<file path="config.mk">
export PLATFORM = sky130hd
export DESIGN_NAME = um_parser
export DESIGN_NICKNAME = d
export VERILOG_FILES = /design/src/design/um_meta_pkg.sv /design/src/design/um_pkt_pkg.sv /design/src/design/um_parser.sv
export SDC_FILE = /design/constraint.sdc
export NUM_CORES = 1
export LEC_CHECK = 0
export BUFFER_PORTS_ARGS = -buffer_cell sky130_fd_sc_hd__buf_2
export CAP_MARGIN = 10
export CORE_AREA = 2 2 161 163
export CTS_CLUSTER_SIZE = 16
export DETAILED_ROUTE_END_ITERATION = 8
export DIE_AREA = 0 0 163 165
export PLACE_DENSITY_LB_ADDON = 0.15
export REMOVE_ABC_BUFFERS = 1
export SLEW_MARGIN = 20
export SYNTH_ARGS = -nofsm -noshare
export SYNTH_HDL_FRONTEND = slang
export SYNTH_SLANG_ARGS = --single-unit
</file>
<file path="constraint.sdc">
create_clock -name clk -period 1.82 [get_ports clk]
set_clock_uncertainty 0.1 [all_clocks]
set_input_delay 0.364 -clock clk [delete_from_list [all_inputs] [get_ports clk]]
set_output_delay 0.364 -clock clk [all_outputs]
set_load 0.03 [all_outputs]
</file>
<file path="src/design/um_meta_pkg.sv">
package um_meta_pkg;

	localparam int PORT_W = 6;

	// field positions inside metadata word 0
	localparam int META_INPORT_LSB = 120;
	localparam int META_OUTPORT_LSB = 108;

	typedef logic [PORT_W-1:0] port_id_t;

	localparam port_id_t CPU_PORT = 6'd63;
	localparam port_id_t PEER_PORT = 6'd1;

	typedef enum logic {
		DEST_CPU,
		DEST_PEER
	} dest_t;

	localparam int BUF_WORDS = 64;
	localparam int BUF_AW = $clog2(BUF_WORDS);
	localparam int DESC_DEPTH = 8;
	localparam int DESC_AW = $clog2(DESC_DEPTH);
	localparam int LEN_W = 7;

	typedef logic [BUF_AW-1:0] buf_addr_t;
	typedef logic [LEN_W-1:0] pkt_len_t;

	typedef struct packed {
		dest_t    dest;
		port_id_t inport;
		pkt_len_t len; // words incl. metadata
	} pkt_desc_t;

endpackage

</file>
<file path="src/design/um_pkt_pkg.sv">
package um_pkt_pkg;

	localparam int DATA_W = 128;
	localparam int EMPTY_W = 4;
	localparam int MAC_W = 48;
	localparam int CNT_W = 32;

	// dmac occupies the top of the first data word with smac below it
	localparam int MAC_DST_LSB = 80;

	typedef enum logic [1:0] {
		TAG_HEAD = 2'b01,
		TAG_MID  = 2'b11,
		TAG_TAIL = 2'b10
	} pkt_tag_t;

	typedef logic [DATA_W-1:0] pkt_data_t;
	typedef logic [EMPTY_W-1:0] pkt_empty_t;
	typedef logic [MAC_W-1:0] mac_addr_t;
	typedef logic [CNT_W-1:0] pkt_cnt_t;

	// one bus word of 134 bits
	typedef struct packed {
		pkt_tag_t   tag;
		pkt_empty_t empty; // empty bytes in the last word
		pkt_data_t  data;
	} pkt_word_t;

endpackage

</file>
<file path="src/design/um_parser.sv">
`timescale 1ns/1ps

module um_parser (
	input  logic                   clk,
	input  logic                   rst_n,
	input  um_pkt_pkg::pkt_word_t  pktin,
	input  logic                   pktin_data_wr,
	input  logic                   pktin_valid,
	input  logic                   pktin_valid_wr,
	input  um_pkt_pkg::mac_addr_t  local_mac_addr,
	input  um_pkt_pkg::mac_addr_t  direct_mac_addr,
	output logic                   buf_wr,
	output um_pkt_pkg::pkt_word_t  buf_wdata,
	output logic                   buf_commit,
	output logic                   buf_abort,
	output um_meta_pkg::pkt_desc_t buf_desc,
	output um_pkt_pkg::pkt_cnt_t   esw_pktin_cnt
);
	import um_pkt_pkg::*;
	import um_meta_pkg::*;

	typedef enum logic [2:0] {
		IDLE,
		META1,
		HDR,
		BODY,
		SKIP
	} state_t;

	state_t    state;
	port_id_t  inport_q;
	dest_t     dest_q;
	dest_t     hdr_dest;
	pkt_len_t  len_q;
	mac_addr_t dmac;
	logic      cls_q; // header matched one of the macs
	logic      fin_q; // packet ended last cycle
	logic      ok_q;
	logic      hit;
	logic      is_head;
	logic      is_tail;
	logic      good_end;
	logic      tail_ok;
	logic      accept;

	assign dmac = pktin.data[MAC_DST_LSB +: MAC_W];
	assign hit = (dmac == local_mac_addr) || (dmac == direct_mac_addr);
	assign hdr_dest = (dmac == local_mac_addr) ? DEST_CPU : DEST_PEER;
	assign is_head = pktin_data_wr && pktin.tag == TAG_HEAD;
	assign is_tail = pktin_data_wr && pktin.tag == TAG_TAIL;
	assign good_end = pktin_valid_wr && pktin_valid;

	always_comb begin
		case (state)
			IDLE:             accept = is_head;
			META1, HDR, BODY: accept = pktin_data_wr && !is_head;
			default:          accept = 1'b0;
		endcase
	end

	// a tail in HDR is classified on the spot
	always_comb begin
		case (state)
			HDR:     tail_ok = hit;
			BODY:    tail_ok = cls_q;
			default: tail_ok = 1'b0;
		endcase
	end

	always_ff @(posedge clk) begin
		if (!rst_n) begin
			state <= IDLE;
			cls_q <= 1'b0;
			fin_q <= 1'b0;
			ok_q <= 1'b0;
			buf_wr <= 1'b0;
			buf_commit <= 1'b0;
			buf_abort <= 1'b0;
			esw_pktin_cnt <= '0;
		end else begin
			fin_q <= 1'b0;
			buf_wr <= accept;
			buf_commit <= fin_q && ok_q;
			buf_abort <= fin_q && !ok_q;
			if (is_head)
				esw_pktin_cnt <= esw_pktin_cnt + 1'b1;
			if (pktin_data_wr) begin
				case (state)
					IDLE: begin
						if (is_head)
							state <= META1;
						else if (!is_tail)
							state <= SKIP; // stray word
					end
					META1, HDR, BODY: begin
						if (is_head) begin // head inside a packet
							state <= SKIP;
							fin_q <= 1'b1;
							ok_q <= 1'b0;
						end else if (is_tail) begin
							state <= IDLE;
							fin_q <= 1'b1;
							ok_q <= good_end && tail_ok;
						end else if (state == META1) begin
							state <= HDR;
						end else if (state == HDR) begin
							state <= BODY;
							cls_q <= hit;
						end
					end
					default: begin
						if (is_tail)
							state <= IDLE;
					end
				endcase
			end
		end
	end

	always_ff @(posedge clk) begin
		if (accept) begin
			len_q <= (state == IDLE) ? pkt_len_t'(1) : len_q + 1'b1;
		end
		if (state == IDLE && is_head)
			inport_q <= pktin.data[META_INPORT_LSB +: PORT_W];
		if (state == HDR && accept)
			dest_q <= hdr_dest;
		buf_wdata <= pktin;
		if (fin_q)
			buf_desc <= '{dest: dest_q, inport: inport_q, len: len_q};
	end

endmodule

</file>
==> impl_metrics.ini, run 1 <==
[status]
outcome = finished, violations left
violations = negative setup slack

[placement]
dp_hpwl_um = 19100
io_buffers = 417
place_area_mm2 = 0.00958
gp_congestion = 0.809

[setup_path]
worstPathArrival_ps = 2220
crit_fanout = 5
setup.worst_path.end_class = flip-flop
critPathLaunchType = flip-flop
cp.required_ps = 2160
worstSetupPathType = flip-flop to flip-flop

[power_and_ir_drop]
ir_drop_mv = 0.783
p_leak_nw = 5.49
p_total_mw = 11.0
powerDensity_mw_per_mm2 = 932

[timing]
fin_crit_ps = 1870
tns_ps = -139
slew_headroom_pct = 64.7
fin_ws_ps = -52.2
drv_slew = 0
fin_crit_sh_pct = 103
max_clock_freq_mhz = 534
timing.hold.ws_ps = 24.1
rsz0062_at_grt = true
hold_violations = 0
tightest_slew_ps = 525
setup_violations = 3

[global_routing]
grt.busiest_layer = met2
grt_pass1_vias = 6452
track_usage_pct = 17.5
grt_start_max_net_pins = 21
grtUsageMet1_pct = 18.1
gr-usage-met3_pct = 6.68
grt-ovfl-total = 0
gr-usage-met2_pct = 32.9
grt_pass1_wl_um = 35600
antenna_found_initial = 5

[worst_hold_path]
hold_path.class = input port to flip-flop

[detailed_routing]
vias_per_cell = 4.13
routed_wirelength_um = 25300
num_vias = 6225
drc_errors = 0
drt-initial-drc-count = 169
post_drt_wl_per_cell_um = 16.8
dr.pass1.iters = 6
final_antenna_net_count = 0

[final_layout]
drive_gt1_share_pct = 47.5
utilization_pct = 47.3
syn_to_final_growth_pct = 79.8
final_cell_mix = 411 x buf_2, 170 x dfxtp_1, 126 x dlygate4sd3_1, 68 x buf_4, 59 x xnor2_1
final_area_mm2 = 0.0118
final_common_cell = buf_2
final_nets = 1393

[cts]
insertion_delay_ps = 520
cts_max_level = 1
cts.sinks = 203
clk_pin_slew_ps = 60
clockRootBuffer = clkbuf_16
clk_path_buf_depth = 3
tritoncts = yes
cts_buffers = 24

[logic_synthesis]
synthCells = 524
synth_warnings = 0
synth.cell_area_mm2 = 0.00659
synth.distinct_cells = 39
synth-seq-cells = 203
avgSynthCellArea_um2 = 12.6
yosysSeqAreaShare_pct = 65.9

[die]
fp.dieW_um = 163
initial_utilization_pct = 26.3
dieArea_mm2 = 0.0269
die_y_um = 165
io_pins = 418
coreArea_mm2 = 0.0250
rows = 58

[flow_run]
drv_cap = 0
## worst paths after layout
kind / slack (ps) / endpoint / cells after the start / start
max: -50 / esw_pktin_cnt[22]$_SDFFE_PN0P_ / 5 / esw_pktin_cnt[2]$_SDFFE_PN0P_
min: 20 / buf_wdata[127]$_DFF_P_ / 2 / pktin[127]
max reg2reg: -50 / esw_pktin_cnt[22]$_SDFFE_PN0P_ / 5 / esw_pktin_cnt[2]$_SDFFE_PN0P_
min reg2reg: 320 / buf_desc[8]$_DFFE_PP_ / 0 / inport_q[1]$_DFFE_PP_
## sequential cells by signal (all words and copies together) (netlist names), 3 cells and up
| register | flops |
|---|---|
| buf_wdata | 134 |
| esw_pktin_cnt | 32 |
| buf_desc | 14 |
| len_q | 7 |
| inport_q | 6 |
| state | 3 |
## per-layer routing
layer | up-vias | share of wire, %
met1 | 2857 | 36
met3 | 37 | 9.4
met4 | 2 | 1.8
met5 | - | 0.051
li1 | 3070 | -
met2 | 259 | 53
## through the flow
stage / cells / setup WS, ps
3_5_place_dp: 1333 / -359
3_3_place_gp: 1333 / -339
5_1_grt: 1506 / -109
4_1_cts: 1506 / -48.2
2_1_floorplan: 519 / -331
6_report: 1506 / -52.2
## critical path: stages (launching register included)
cell      delay [ps]
dfxtp_2          320
and4b_4          260
nand3_2           80
or4_4            570
or3_1            330
a21boi_1         140
## cells by family (layout without fill, tap and decap cells)
group	count (synthesis)	in the layout	synth area share, %
other	0	3	0
and+or+nand+nor	148	148	13.2
xor gates and xnor gates	122	122	16.2
buffers and inverters	11	660	0.645
AOI/OAI and AO/OA	37	37	3.46
DFF	203	203	65.9
adders and majority gates	2	2	0.380
muxes	1	1	0.152
## cells in the mapped netlist
cell         n  area [µm²]
nand2b_1     4        25.0
o21ai_0     15        75.1
nand3_2      2        20.0
nor4b_1      1        8.76
nand3_1     13        65.1
xor2_1      57         499
or4_4        1        11.3
nor3_1       4        20.0
o22a_1       1        8.76
mux2i_1      1        10.0
buf_2        1        5.00
clkbuf_1     4        15.0
and4_1       1        8.76
a21boi_1     2        15.0
xnor2_1     65         569
nor2_1      14        52.6
o2111ai_1    1        8.76
a21oi_1      6        30.0
dfxtp_1    175        3500
and3_1       7        43.8
nor2b_1      6        37.5
and2_1      22         138
ha_1         2        25.0
o31a_1       1        8.76
or3_1       10        62.6
a21boi_0     8        60.1
and4_2       1        10.0
and4b_4      1        13.8
nor4_1      15        93.8
edfxtp_1    28         841
inv_1        6        22.5
o22ai_1      1        6.26
o21a_1       1        7.51
nand2_1     19        71.3
and3_2       2        15.0
nand4_1     23         144
nand4b_1     1        8.76
nand4_4      1        21.3
o211ai_1     1        7.51
## where the power goes
part / internal, mW / switching [mW]
combinational: 0.675 / 0.773
sequential: 4.72 / 0.0529
clock: 2.92 / 1.90
## layout make-up
cell class	instances	area [µm²]
clock buffers	32	682
multi-input cells	310	2350
repair buffers	611	3910
inverters	6	22.5
diodes	3	7.51
fillers	2371	13200
well taps	330	413
flip-flops and latches	203	4350
clock inverters	11	118
## what timing repair did
action	4_1_cts	5_1_grt
buffers inserted	2	3
pin swaps	3	28
hold buffers	128	1
resized for setup	5	39
setup endpoints to repair	7	27
endpoints found under the hold margin	129	1
No activity file was read; power rests on OpenSTA's default activity.
==> run 2: changes to the inputs <==
- MAX_ROUTING_LAYER: unset -> met4
- RECOVER_POWER: unset -> 50
==> impl_metrics.ini, run 2 (same netlist as run 1, synthesis figures left out) <==
[setup_path]
critPathLaunchType = flip-flop
worstSetupPathType = flip-flop to flip-flop
worstPathArrival_ps = 2210
cp.required_ps = 2160
crit_fanout = 5
setup.worst_path.end_class = flip-flop

[global_routing]
track_usage_pct = 18.0
grt_start_max_net_pins = 21
antenna_found_initial = 5
grt_pass1_vias = 6501
grt_pass1_wl_um = 35400
grt-ovfl-total = 0

[cts]
cts_max_level = 1
tritoncts = yes
cts_buffers = 24
clk_pin_slew_ps = 60
insertion_delay_ps = 520
clk_path_buf_depth = 3
clockRootBuffer = clkbuf_16
cts.sinks = 203

[timing]
fin_crit_ps = 1870
hold_violations = 0
tns_ps = -130
setup_violations = 5
max_clock_freq_mhz = 535
drv_slew = 0
slew_headroom_pct = 52.5
fin_ws_ps = -48.0
rsz0062_at_grt = true
tightest_slew_ps = 713
timing.hold.ws_ps = 53.9
fin_crit_sh_pct = 103

[detailed_routing]
vias_per_cell = 4.14
num_vias = 6238
final_antenna_net_count = 0
post_drt_wl_per_cell_um = 16.7
drc_errors = 0
dr.pass1.iters = 4
routed_wirelength_um = 25200
drt-initial-drc-count = 148

[final_layout]
final_nets = 1393
fill_cells = 2403
utilization_pct = 46.8
drive_gt1_share_pct = 43.4
final_cell_mix = 382 x buf_2, 170 x dfxtp_1, 126 x dlygate4sd3_1, 59 x xnor2_1, 57 x xor2_1
largest_register_ff_count = 134
syn_to_final_growth_pct = 77.7
final_common_cell = buf_2
reg.largest.list = buf_wdata: 134 flops, esw_pktin_cnt: 32 flops, buf_desc: 14 flops
final_area_mm2 = 0.0117
largest_register = buf_wdata

[die]
die_y_um = 165
fp.dieW_um = 163
dieArea_mm2 = 0.0269
initial_utilization_pct = 26.3
io_pins = 418
coreArea_mm2 = 0.0250
rows = 58

[power_and_ir_drop]
p_comb_share_pct = 12.9
pwr-share-seq_pct = 43.3
p_leak_nw = 5.32
p_int_mw = 8.28
powerDensity_mw_per_mm2 = 941
clock_power_share_pct = 43.8
switching_share_pct = 24.8
ir_drop_mv = 0.780
p_switching_mw = 2.74

[placement]
dp_hpwl_um = 19100
gp_congestion = 0.821
io_buffers = 417
place_area_mm2 = 0.00958
preCtsSetupSlack_ps = -359

[status]
outcome = finished, violations left
violations = negative setup slack

[flow_run]
drv_cap = 0

[worst_hold_path]
hold_path.class = input port to flip-flop
run 2: cell types whose count changed in the layout (fill, tap and decap cells not counted), moves of 2 or more:
| cell | change |
|---|---|
| a21boi_0 | +2 |
| a21boi_1 | -2 |
| buf_2 | -29 |
| buf_4 | -14 |
| buf_6 | -3 |
| clkbuf_1 | +47 |
| clkdlybuf4s25_1 | +2 |
| diode_2 | +2 |
| dlymetal6s4s_1 | -2 |
run 2: power groups by stage:
stage | Sequential [mW] | Clock, mW | Combinational, mW
after global placement | 4.87 | 0 | 1.21
after CTS | 4.77 | 4.99 | 1.43
after detailed placement | 4.87 | 0 | 1.21
after floorplan | 5.20 | 0 | 0.234
after global routing | 4.79 | 5.15 | 1.52
final | 4.77 | 4.83 | 1.42
run 2: critical path: stages (launching register included):
cell and delay [ps]:
dfxtp_2 330, and4b_4 240, nand3_2 80, or4_4 580, or3_1 320, a21boi_1 150
run 2: worst paths after layout:
kind                                 start                             end  depth (start not counted)  slack, ps
max          esw_pktin_cnt[2]$_SDFFE_PN0P_  esw_pktin_cnt[20]$_SDFFE_PN0P_                          5        -50
min                                  rst_n                fin_q$_SDFF_PN0_                          3         50
max reg2reg  esw_pktin_cnt[2]$_SDFFE_PN0P_  esw_pktin_cnt[20]$_SDFFE_PN0P_                          5        -50
min reg2reg          inport_q[4]$_DFFE_PP_          buf_desc[11]$_DFFE_PP_                          0        320
run 2: cell type report:
| cell class | count | area (µm²) | area share [%] |
|---|---|---|---|
| inverter | 6 | 22.5 | 0.192 |
| tap | 330 | 413 | 3.53 |
| antenna | 5 | 12.5 | 0.107 |
| timing repair buffer | 611 | 3770 | 32.2 |
| multi-input combinational | 310 | 2340 | 20.0 |
| clock inverter | 11 | 118 | 1.00 |
| clock buffer | 32 | 682 | 5.82 |
| sequential | 203 | 4350 | 37.1 |
run 2: repair_timing:
item,4_1_cts,5_1_grt
hold buffers,128,1
buffers inserted,2,3
resized for setup,5,32
setup endpoints to repair,7,27
pin swaps,3,23
endpoints found under the hold margin,129,1
run 2: metal layers:
layer	wire length [µm]	track usage (%)
met1	9220	18.5
met2	13300	32.6
met3	2160	5.90
met4	548	5.55
met5	0	-
run 2: stage by stage:
| step | std cells | power (mW) |
|---|---|---|
| after floorplan | 519 | 5.44 |
| final | 1508 | 11.0 |
| after detailed placement | 1333 | 6.07 |
| after global routing | 1508 | 11.5 |
| after global placement | 1333 | 6.07 |
| after CTS | 1506 | 11.2 |
