**src/design/um_meta_pkg.sv**
```systemverilog
package um_meta_pkg;

	localparam int PORT_W = 6;

	// field positions inside metadata word 0
	localparam int META_INPORT_LSB = 120;
	localparam int META_OUTPORT_LSB = 108;

	typedef logic [PORT_W-1:0] port_id_t;

	localparam port_id_t CPU_PORT = 6'd63;
	localparam port_id_t PEER_PORT = 6'd1;

	typedef enum logic {
		DEST_CPU,
		DEST_PEER
	} dest_t;

	localparam int BUF_WORDS = 64;
	localparam int BUF_AW = $clog2(BUF_WORDS);
	localparam int DESC_DEPTH = 8;
	localparam int DESC_AW = $clog2(DESC_DEPTH);
	localparam int LEN_W = 7;

	typedef logic [BUF_AW-1:0] buf_addr_t;
	typedef logic [LEN_W-1:0] pkt_len_t;

	typedef struct packed {
		dest_t    dest;
		port_id_t inport;
		pkt_len_t len; // words incl. metadata
	} pkt_desc_t;

endpackage

```
**src/design/um_pkt_pkg.sv**
```systemverilog
package um_pkt_pkg;

	localparam int DATA_W = 128;
	localparam int EMPTY_W = 4;
	localparam int MAC_W = 48;
	localparam int CNT_W = 32;

	// dmac occupies the top of the first data word with smac below it
	localparam int MAC_DST_LSB = 80;

	typedef enum logic [1:0] {
		TAG_HEAD = 2'b01,
		TAG_MID  = 2'b11,
		TAG_TAIL = 2'b10
	} pkt_tag_t;

	typedef logic [DATA_W-1:0] pkt_data_t;
	typedef logic [EMPTY_W-1:0] pkt_empty_t;
	typedef logic [MAC_W-1:0] mac_addr_t;
	typedef logic [CNT_W-1:0] pkt_cnt_t;

	// one bus word of 134 bits
	typedef struct packed {
		pkt_tag_t   tag;
		pkt_empty_t empty; // empty bytes in the last word
		pkt_data_t  data;
	} pkt_word_t;

endpackage

```
**src/design/um_fwd.sv**
```systemverilog
`timescale 1ns/1ps

module um_fwd (
	input  logic                   clk,
	input  logic                   rst_n,
	input  logic                   desc_avail,
	input  um_meta_pkg::pkt_desc_t desc_head,
	output logic                   rd,
	input  um_pkt_pkg::pkt_word_t  rdata,
	output um_pkt_pkg::pkt_word_t  pktout,
	output logic                   pktout_data_wr,
	output logic                   pktout_valid,
	output logic                   pktout_valid_wr,
	output um_pkt_pkg::pkt_cnt_t   esw_pktout_cnt
);
	import um_pkt_pkg::*;
	import um_meta_pkg::*;

	typedef enum logic {
		IDLE,
		READ
	} state_t;

	state_t    state;
	pkt_len_t  left_q; // words still to read
	dest_t     dest_q;
	port_id_t  out_port;
	logic      rd_q;   // rdata valid
	logic      tail_in;
	pkt_word_t word;

	assign rd = state == READ;
	assign pktout_valid = 1'b1;
	assign out_port = (dest_q == DEST_CPU) ? CPU_PORT : PEER_PORT;
	assign tail_in = rd_q && rdata.tag == TAG_TAIL;

	always_comb begin
		word = rdata;
		if (rdata.tag == TAG_HEAD)
			word.data[META_OUTPORT_LSB +: PORT_W] = out_port;
	end

	always_ff @(posedge clk) begin
		if (!rst_n) begin
			state <= IDLE;
			rd_q <= 1'b0;
			pktout_data_wr <= 1'b0;
			pktout_valid_wr <= 1'b0;
			esw_pktout_cnt <= '0;
		end else begin
			rd_q <= rd;
			pktout_data_wr <= rd_q;
			pktout_valid_wr <= tail_in;
			if (tail_in)
				esw_pktout_cnt <= esw_pktout_cnt + 1'b1;
			case (state)
				IDLE: begin
					if (desc_avail)
						state <= READ;
				end
				default: begin
					if (left_q == pkt_len_t'(1))
						state <= IDLE;
				end
			endcase
		end
	end

	always_ff @(posedge clk) begin
		if (state == IDLE && desc_avail) begin
			left_q <= desc_head.len;
			dest_q <= desc_head.dest;
		end else if (rd) begin
			left_q <= left_q - 1'b1;
		end
		pktout <= word;
	end

endmodule

```
**config.mk**
```make
export PLATFORM = sky130hd
export DESIGN_NAME = um_fwd
export DESIGN_NICKNAME = d
export VERILOG_FILES = /design/src/design/um_meta_pkg.sv /design/src/design/um_pkt_pkg.sv /design/src/design/um_fwd.sv
export SDC_FILE = /design/constraint.sdc
export NUM_CORES = 1
export LEC_CHECK = 0
export ABC_AREA = 1
export BUFFER_PORTS_ARGS = -buffer_cell sky130_fd_sc_hd__buf_2
export CORE_ASPECT_RATIO = 2
export CORE_MARGIN = 4
export CORE_UTILIZATION = 28
export CTS_BUF_LIST = sky130_fd_sc_hd__clkbuf_8
export CTS_CLUSTER_SIZE = 40
export DETAILED_ROUTE_END_ITERATION = 10
export GPL_TIMING_DRIVEN = 0
export PLACE_DENSITY = 0.57
export SYNTH_ARGS = -nofsm -noshare
export SYNTH_HDL_FRONTEND = slang
export SYNTH_SLANG_ARGS = --single-unit
```
**constraint.sdc**
```tcl
create_clock -name clk -period 1.2 [get_ports clk]
set_input_delay 0 -clock clk [delete_from_list [all_inputs] [get_ports clk]]
set_output_delay 0 -clock clk [all_outputs]
set_load 0.02 [all_outputs]
```
==> results.ini, run 1 <==
[status]
run_status=finished with violations
violations=negative setup slack

[synth]
syn-cell-area_um2=5140
ys_ff_latch=178
ys.flop_type=dfxtp_1
async_reset_ff_frac=0
avgSynthCellArea_um2=10.4
syn_nets=649
synth_warnings=0
ys_seq_area_frac=0.709
ys_types=32
synthCells=495
synth_edf_count=8

[routing]
drt-wirelength-per-cell_um=14.6
postRouteAntennaNets=0
wirelength_um=17900
vias=5126
drc=0
route.detailed.vias_per_inst=4.19
drt_iter0_markers=111
drt_first_pass_iters=4

[worst_setup_path]
r2r_cells=10
crit_type=reg -> reg
required_ns=1.54
r2r_slack_ns=-0.18
arrival_ns=1.73
crit_fanout=5
start_kind=flip-flop
timing.rr.end=esw_pktout_cnt[12]
r2r-start=esw_pktout_cnt[1]
crit_path_end_kind=flip-flop

[placement]
portBuffers=313
dpl_cell_area_um2=7060
routabilityCongestion=0.807
dp_hpwl_um=12300

[floorplanning]
floorplan.initialDensity=0.286
die_y_um=200
die_x_um=104
num_io_pins=321
core_um2=18000
die_area_um2=20700
num_rows=69

[timing]
min_period_ns=1.38
rsz0062_at_grt=yes
fin_skew_ns=0.0119
finalSetupViolCount=28
worst_slack_ns=-0.185
finalMaxSlewViolations=0
hold_viol_final=0
clock.fmax_ghz=0.722
period_share=1.15
setup_tns_ns=-2.61

[hold_path]
holdPathStages=2
hold_end=pktout[16]
min_path_type=in -> reg
hp-start=rdata[16]

[layout]
fin_area_um2=9370
multi_input_area_um2=1550
final_nets=1149
regArea_um2=3690
syn_to_final_growth_pct=82.1
drive_gt1_frac=0.472
n_fill_cell=1655

[clock_network]
clk_latency_ns=0.44
cts_buffer_depth=2
path_clk_slew_ns=0.10
clock-root-buffer=clkbuf_8
cts_tree=built
numClockSinks=178
h-tree-depth=4
cts_buffers=17

[pwr]
power.density_nw_per_um2=1300
p_leak_nw=4.46
peakVddDrop_v=0.00100

[grt]
antenna_found_initial=0
overflow=0
grt_pass1_wl_um=27000
grt_usage=0.167
grt_pass1_vias=5370
grt_max_degree=17

[flow_run]
maxCapViolCount=0

cells in the mapped netlist (all sizes together) (2+ instances only):
| master | number | area (um^2) |
|---|---|---|
| nor2 | 73 | 353 |
| clkbuf | 2 | 7.51 |
| inv | 54 | 203 |
| or2 | 2 | 12.5 |
| xor2 | 4 | 35.0 |
| xnor2 | 2 | 17.5 |
| nand3b | 2 | 15.0 |
| a21oi | 16 | 80.1 |
| nand3 | 37 | 190 |
| dfxtp | 170 | 3400 |
| nor3 | 3 | 15.0 |
| nand2 | 88 | 353 |
| o21ai | 16 | 80.1 |
| edfxtp | 8 | 240 |
| buf | 3 | 17.5 |
| nand4 | 6 | 37.5 |
| ha | 3 | 37.5 |
worst max-delay path, cell delays in order (launching register included):
cell,delay (ns)
dfxtp_4,0.38
ha_4,0.12
inv_2,0.04
nor2_4,0.18
nand2_4,0.08
nor2_4,0.16
nand2_4,0.08
nor2_2,0.10
nand2_1,0.06
nand2_1,0.05
nor2_1,0.04
logic make-up after synthesis:
kind of cell,after synthesis,synth area share
buffers and inverters,59,0.0443
other,1,0.000729
AND/OR/NAND/NOR,213,0.193
adder cells (fa/ha/maj),3,0.00730
XOR/XNOR,6,0.0102
AO/OA/AOI/OAI,35,0.0355
flip-flops,178,0.709
worst max-delay path by stage:
stage / startpoint / to / slack (ns) / cells past startpoint
2_1_floorplan: esw_pktout_cnt[0] / esw_pktout_cnt[12] / -0.09 / 10
3_3_place_gp: esw_pktout_cnt[0] / esw_pktout_cnt[12] / -0.18 / 10
3_5_place_dp: esw_pktout_cnt[0] / esw_pktout_cnt[12] / -0.21 / 10
4_1_cts: esw_pktout_cnt[1] / esw_pktout_cnt[12] / -0.20 / 10
5_1_grt: esw_pktout_cnt[1] / esw_pktout_cnt[12] / -0.26 / 10
6_report: esw_pktout_cnt[1] / esw_pktout_cnt[12] / -0.18 / 10
placed cells by master (no fill, tap or decap), drive strengths merged, types with 2 or more instances in the layout:
master / instances
clkbuf: 20
edfxtp: 8
dfxtp: 170
ha: 3
nand4: 6
clkinv: 5
buf: 338
inv: 60
nand3: 37
o21ai: 16
xnor2: 2
bufinv: 3
nor3: 3
nor2: 74
nand3b: 2
a21oi: 16
nand2: 88
xor2: 4
dlygate4sd3: 144
or2: 2
flip-flops by register name (all words and copies together), names as in the netlist:
signal and cells:
pktout_valid_wr 1, left_q 7, rd_q 1, pktout_data_wr 1, pktout 134, rd 1
esw_pktout_cnt 32, dest_q 1
repair_timing:
item,4_1_cts,5_1_grt
hold endpoints to repair,148,0
hold buffers,144,0
setup buffers,16,7
cloned,1,0
gates resized for setup,46,38
pin swaps,16,17
endpoints found under the setup margin,32,43
per-stage QoR:
| stage | power [mW] | utilization | std cells | hold slack (ns) | setup WS [ns] |
|---|---|---|---|---|---|
| floorplan | 7.00 | - | 495 | 0.0277 | -0.0909 |
| global route | 12.7 | 0.521 | 1221 | 0.141 | -0.265 |
| global placement | 7.53 | 0.393 | 1021 | 0.102 | -0.177 |
| CTS | 12.3 | 0.511 | 1214 | 0.126 | -0.202 |
| finish | 12.2 | 0.522 | 1222 | 0.176 | -0.185 |
| detailed placement | 7.55 | 0.393 | 1021 | 0.104 | -0.213 |
power by group:
part | total (mW) | leakage, nW | internal (mW) | switching [mW]
Sequential | 6.35 | 1.52 | 6.25 | 0.102
Combinational | 1.52 | 2.73 | 0.770 | 0.746
Clock | 4.30 | 0.213 | 2.09 | 2.21
Total | 12.2 | 4.46 | 9.10 | 3.06
routing by layer:
metal | track usage | vias up | share of wire
li1 | - | 2562 | -
met1 | 0.153 | 2356 | 0.32
met2 | 0.325 | 176 | 0.59
met3 | 0.0572 | 32 | 0.066
met4 | 0.0799 | 0 | 0.029
met5 | 0 | - | 0
area by class of cell:
| type | instances | share of cell area |
|---|---|---|
| plain buffers | 5 | 0.00321 |
| inverters | 54 | 0.0224 |
| flip-flops and latches | 178 | 0.394 |
| multi-input cells | 259 | 0.165 |
| well taps | 213 | 0.0285 |
| clock buffers | 17 | 0.0250 |
| diodes | 1 | 0.000267 |
| clock inverters | 15 | 0.0194 |
| repair buffers | 480 | 0.342 |
No activity file was read; power rests on OpenSTA's default activity.
==> run 2: changes to the inputs <==
--- a/config.mk
+++ b/config.mk
@@ -15,6 +15,7 @@
 export DETAILED_ROUTE_END_ITERATION = 10
 export GPL_TIMING_DRIVEN = 0
 export PLACE_DENSITY = 0.57
+export RECOVER_POWER = 50
 export SYNTH_ARGS = -nofsm -noshare
 export SYNTH_HDL_FRONTEND = slang
 export SYNTH_SLANG_ARGS = --single-unit
==> results.ini, run 2 (synthesis results as in run 1) <==
[status]
run_status=finished with violations
violations=negative setup slack

[worst_setup_path]
crit_fanout=5
arrival_ns=1.73
crit_path_end_kind=flip-flop
start_kind=flip-flop
crit_type=reg -> reg
required_ns=1.54

[grt]
grt_pass1_wl_um=27000
grt_usage=0.167
overflow=0
grt_max_degree=17
antenna_found_initial=0
grt_pass1_vias=5370

[routing]
postRouteAntennaNets=0
vias=5137
wirelength_um=17900
drt_iter0_markers=109
drc=0
drt-wirelength-per-cell_um=14.6
route.detailed.vias_per_inst=4.20
drt_first_pass_iters=4

[clock_network]
cts_tree=built
h-tree-depth=4
cts_buffers=17
clock-root-buffer=clkbuf_8
clk_latency_ns=0.44
cts_buffer_depth=2
path_clk_slew_ns=0.10
numClockSinks=178

[timing]
finalSetupViolCount=28
clock.fmax_ghz=0.722
whs_ns=0.176
min_period_ns=1.39
finalMaxSlewViolations=0
setup_tns_ns=-2.62
worst_slack_ns=-0.186
hold_viol_final=0
fin_skew_ns=0.0119
rsz0062_at_grt=yes
period_share=1.15

[hold_path]
min_path_type=in -> reg

[placement]
dp_hpwl_um=12300
routabilityCongestion=0.807
portBuffers=313
dpl_cell_area_um2=7060

[layout]
final_cell_mix=280 x buf_2, 144 x dlygate4sd3_1, 143 x dfxtp_1
top_regs=pktout (134), esw_pktout_cnt (32), left_q (7)
fin_area_um2=9330
drive_gt1_frac=0.439
largest_reg_flops=134
largest-register=pktout
syn_to_final_growth_pct=81.3
fin_util=0.519
n_fill_cell=1673
final_nets=1149
final_common_cell=buf_2

[floorplanning]
die_y_um=200
floorplan.initialDensity=0.286
die_x_um=104
num_rows=69
core_um2=18000
die_area_um2=20700
num_io_pins=321

[pwr]
peakVddDrop_v=0.00100
p_leak_nw=4.37
power.density_nw_per_um2=1300
power_mw=12.2

[flow_run]
maxCapViolCount=0

run 2: changes by cell type in the layout (fill, tap and decap cells not counted):
| cell | change |
|---|---|
| buf_2 | -33 |
| clkbuf_1 | +33 |
run 2: report_power, final:
part           total, mW  switching (mW)  internal (mW)
Combinational       1.50           0.746          0.753
Clock               4.30            2.22           2.09
Sequential          6.35           0.104           6.25
run 2: repair_timing:
action,4_1_cts,5_1_grt
pin swaps,16,17
gates resized for setup,46,38
endpoints found under the hold margin,148,0
cloned,1,0
setup endpoints to repair,32,43
buffers inserted,16,7
hold buffers,144,0
run 2: layout make-up:
class | count | area, um^2 | share of cell area
inverter | 54 | 210 | 0.0225
antenna | 1 | 2.50 | 0.000268
clock buffer | 17 | 234 | 0.0251
tap | 213 | 267 | 0.0286
multi-input combinational | 259 | 1550 | 0.166
timing repair buffer | 480 | 3160 | 0.339
sequential | 178 | 3690 | 0.396
buffer | 5 | 30.0 | 0.00322
clock inverter | 15 | 181 | 0.0195
run 2: path summary, 6_finish.rpt:
path / start / cells past startpoint / to / slack [ns]
setup / recovery: esw_pktout_cnt[1] / 10 / esw_pktout_cnt[12] / -0.19
hold / removal: rdata[16] / 2 / pktout[16] / 0.18
setup reg to reg: esw_pktout_cnt[1] / 10 / esw_pktout_cnt[12] / -0.19
hold reg to reg: rd_q / 2 / pktout_data_wr / 0.46
run 2: per-stage QoR:
stage          std cells  worst slack (ns)
5_1_grt             1221            -0.265
3_3_place_gp        1021            -0.177
4_1_cts             1214            -0.202
2_1_floorplan        495           -0.0909
3_5_place_dp        1021            -0.213
6_report            1222            -0.186
run 2: per-layer routing:
layer | vias up | global-route usage | wire length (um)
li1 | 2561 | - | -
met1 | 2363 | 0.153 | 5690
met2 | 179 | 0.325 | 10500
met3 | 34 | 0.0572 | 1140
met4 | 0 | 0.0799 | 533
met5 | - | 0 | 0
run 2: critical path, stage by stage (launching register included):
cell	delay, ns
dfxtp_4	0.38
ha_4	0.12
inv_2	0.04
nor2_4	0.18
nand2_4	0.08
nor2_4	0.16
nand2_4	0.08
nor2_2	0.10
nand2_1	0.06
nand2_1	0.05
nor2_1	0.04
==> run 3: changes to the inputs <==
--- a/config.mk
+++ b/config.mk
@@ -13,7 +13,7 @@
 export CTS_BUF_LIST = sky130_fd_sc_hd__clkbuf_8
 export CTS_CLUSTER_SIZE = 40
 export DETAILED_ROUTE_END_ITERATION = 10
-export GPL_TIMING_DRIVEN = 0
+export GPL_TIMING_DRIVEN = 1
 export PLACE_DENSITY = 0.57
 export RECOVER_POWER = 50
 export SYNTH_ARGS = -nofsm -noshare
==> results.ini, run 3 (synthesis results as in run 1) <==
[worst_setup_path]
crit_path_end_kind=flip-flop
start_kind=flip-flop
worstPathCellList=ha_4 > inv_2 > nor2_4 > nand2_4 > nor2_4 > nand2_2 > nor2_2 > nand2_1 > nand2_1 > nor2_1
r2r_cells=10
crit_fanout=5
arrival_ns=1.74
r2r_slack_ns=-0.19
crit_type=reg -> reg
required_ns=1.56
r2r-start=esw_pktout_cnt[0]
timing.rr.end=esw_pktout_cnt[12]
crit_slowest_cell=dfxtp_4
max_stage_delay_ns=0.37

[layout]
top_regs=pktout (134), esw_pktout_cnt (32), left_q (7)
largest-register=pktout
fin_area_um2=9700
final_common_cell=buf_2
final_nets=1195
drive_gt1_frac=0.490
antennaDiodeCount=0
largest_reg_flops=134
syn_to_final_growth_pct=88.6
n_fill_cell=1642
final_cell_mix=306 x buf_2, 144 x dfxtp_1, 144 x dlygate4sd3_1

[flow_run]
maxCapViolCount=0

[timing]
finalMaxSlewViolations=0
clock.fmax_ghz=0.720
hold_viol_final=0
worst_slack_ns=-0.188
setup_tns_ns=-3.11
fin_skew_ns=0.0189
period_share=1.16
min_period_ns=1.39
rsz0062_at_grt=yes
finalSetupViolCount=31

[placement]
portBuffers=313
dp_hpwl_um=12900
routabilityCongestion=0.792
dpl_cell_area_um2=7510

[grt]
overflow=0
antenna_found_initial=0
grt_usage=0.176
grt_pass1_wl_um=28400
grt_pass1_vias=5574
grt_max_degree=29

[routing]
drt_first_pass_iters=4
postRouteAntennaNets=0
route.detailed.vias_per_inst=4.18
drt_iter0_markers=138
vias=5290
drt-wirelength-per-cell_um=14.7
wirelength_um=18600
drc=0

[floorplanning]
die_y_um=200
num_rows=69
die_area_um2=20700
core_um2=18000
num_io_pins=321
floorplan.initialDensity=0.286
die_x_um=104

[clock_network]
clk_latency_ns=0.45
path_clk_slew_ns=0.11
h-tree-depth=4
clock-root-buffer=clkbuf_8
cts_buffer_depth=2
cts_buffers=17
numClockSinks=178
cts_tree=built

[status]
violations=negative setup slack
run_status=finished with violations

[hold_path]
holdPathStages=2
hold_end=pktout[66]
min_path_type=in -> reg
hp-start=rdata[66]

[pwr]
p_leak_nw=4.66
power.density_nw_per_um2=1210
peakVddDrop_v=0.000964

-- run 3: critical path, delay by kind of cell (launching register included) --
family | cells | cell delay, ns
buf+inv | 1 | 0.04
flops | 1 | 0.37
fa+ha+maj | 1 | 0.12
simple gates | 8 | 0.76
-- run 3: power breakdown --
group          leakage, nW  switching (mW)  total [mW]  internal [mW]
clock                0.190            2.31        3.82           1.51
sequential            1.52           0.103        6.35           6.25
combinational         2.96           0.766        1.60          0.838
total                 4.66            3.18        11.8           8.60
-- run 3: area by class of cell --
cell class	instances	area, um^2	area share
Sequential cell	178	3690	0.380
Timing Repair Buffer	531	3610	0.372
Multi-Input combinational cell	259	1570	0.162
Tap cell	213	267	0.0275
Clock buffer	17	234	0.0241
Inverter	54	208	0.0214
Clock inverter	15	125	0.0129
-- run 3: layer usage --
layer / global-route usage / wire length, um
met1: 0.165 / 5970
met2: 0.349 / 11000
met3: 0.0543 / 1100
met4: 0.0720 / 491
met5: 0 / 0
-- run 3: how the worst max path moves through the flow --
stage | slack (ns) | start | cells past startpoint | endpoint
after floorplan | -0.09 | esw_pktout_cnt[0] | 10 | esw_pktout_cnt[12]
after global placement | -0.14 | esw_pktout_cnt[0] | 10 | esw_pktout_cnt[12]
after detailed placement | -0.15 | esw_pktout_cnt[1] | 10 | esw_pktout_cnt[12]
after CTS | -0.14 | esw_pktout_cnt[0] | 10 | esw_pktout_cnt[12]
after global routing | -0.27 | esw_pktout_cnt[0] | 10 | esw_pktout_cnt[12]
final | -0.19 | esw_pktout_cnt[0] | 10 | esw_pktout_cnt[12]
-- run 3: through the flow --
stage	utilization	cells	total power, mW	setup slack [ns]	hold slack (ns)
2_1_floorplan	-	495	7.00	-0.0909	0.0277
3_3_place_gp	0.418	1079	7.61	-0.135	0.102
3_5_place_dp	0.418	1079	7.63	-0.155	0.104
4_1_cts	0.529	1260	11.9	-0.144	0.133
5_1_grt	0.540	1267	12.3	-0.274	0.141
6_report	0.540	1267	11.8	-0.188	0.178
-- run 3: what timing repair did --
action / 4_1_cts / 5_1_grt
resized for setup: 48 / 27
endpoints found under the hold margin: 154 / 0
endpoints found under the setup margin: 34 / 40
pin swaps: 19 / 16
hold buffers: 144 / 0
gates cloned: 1 / 0
setup buffers: 4 / 7
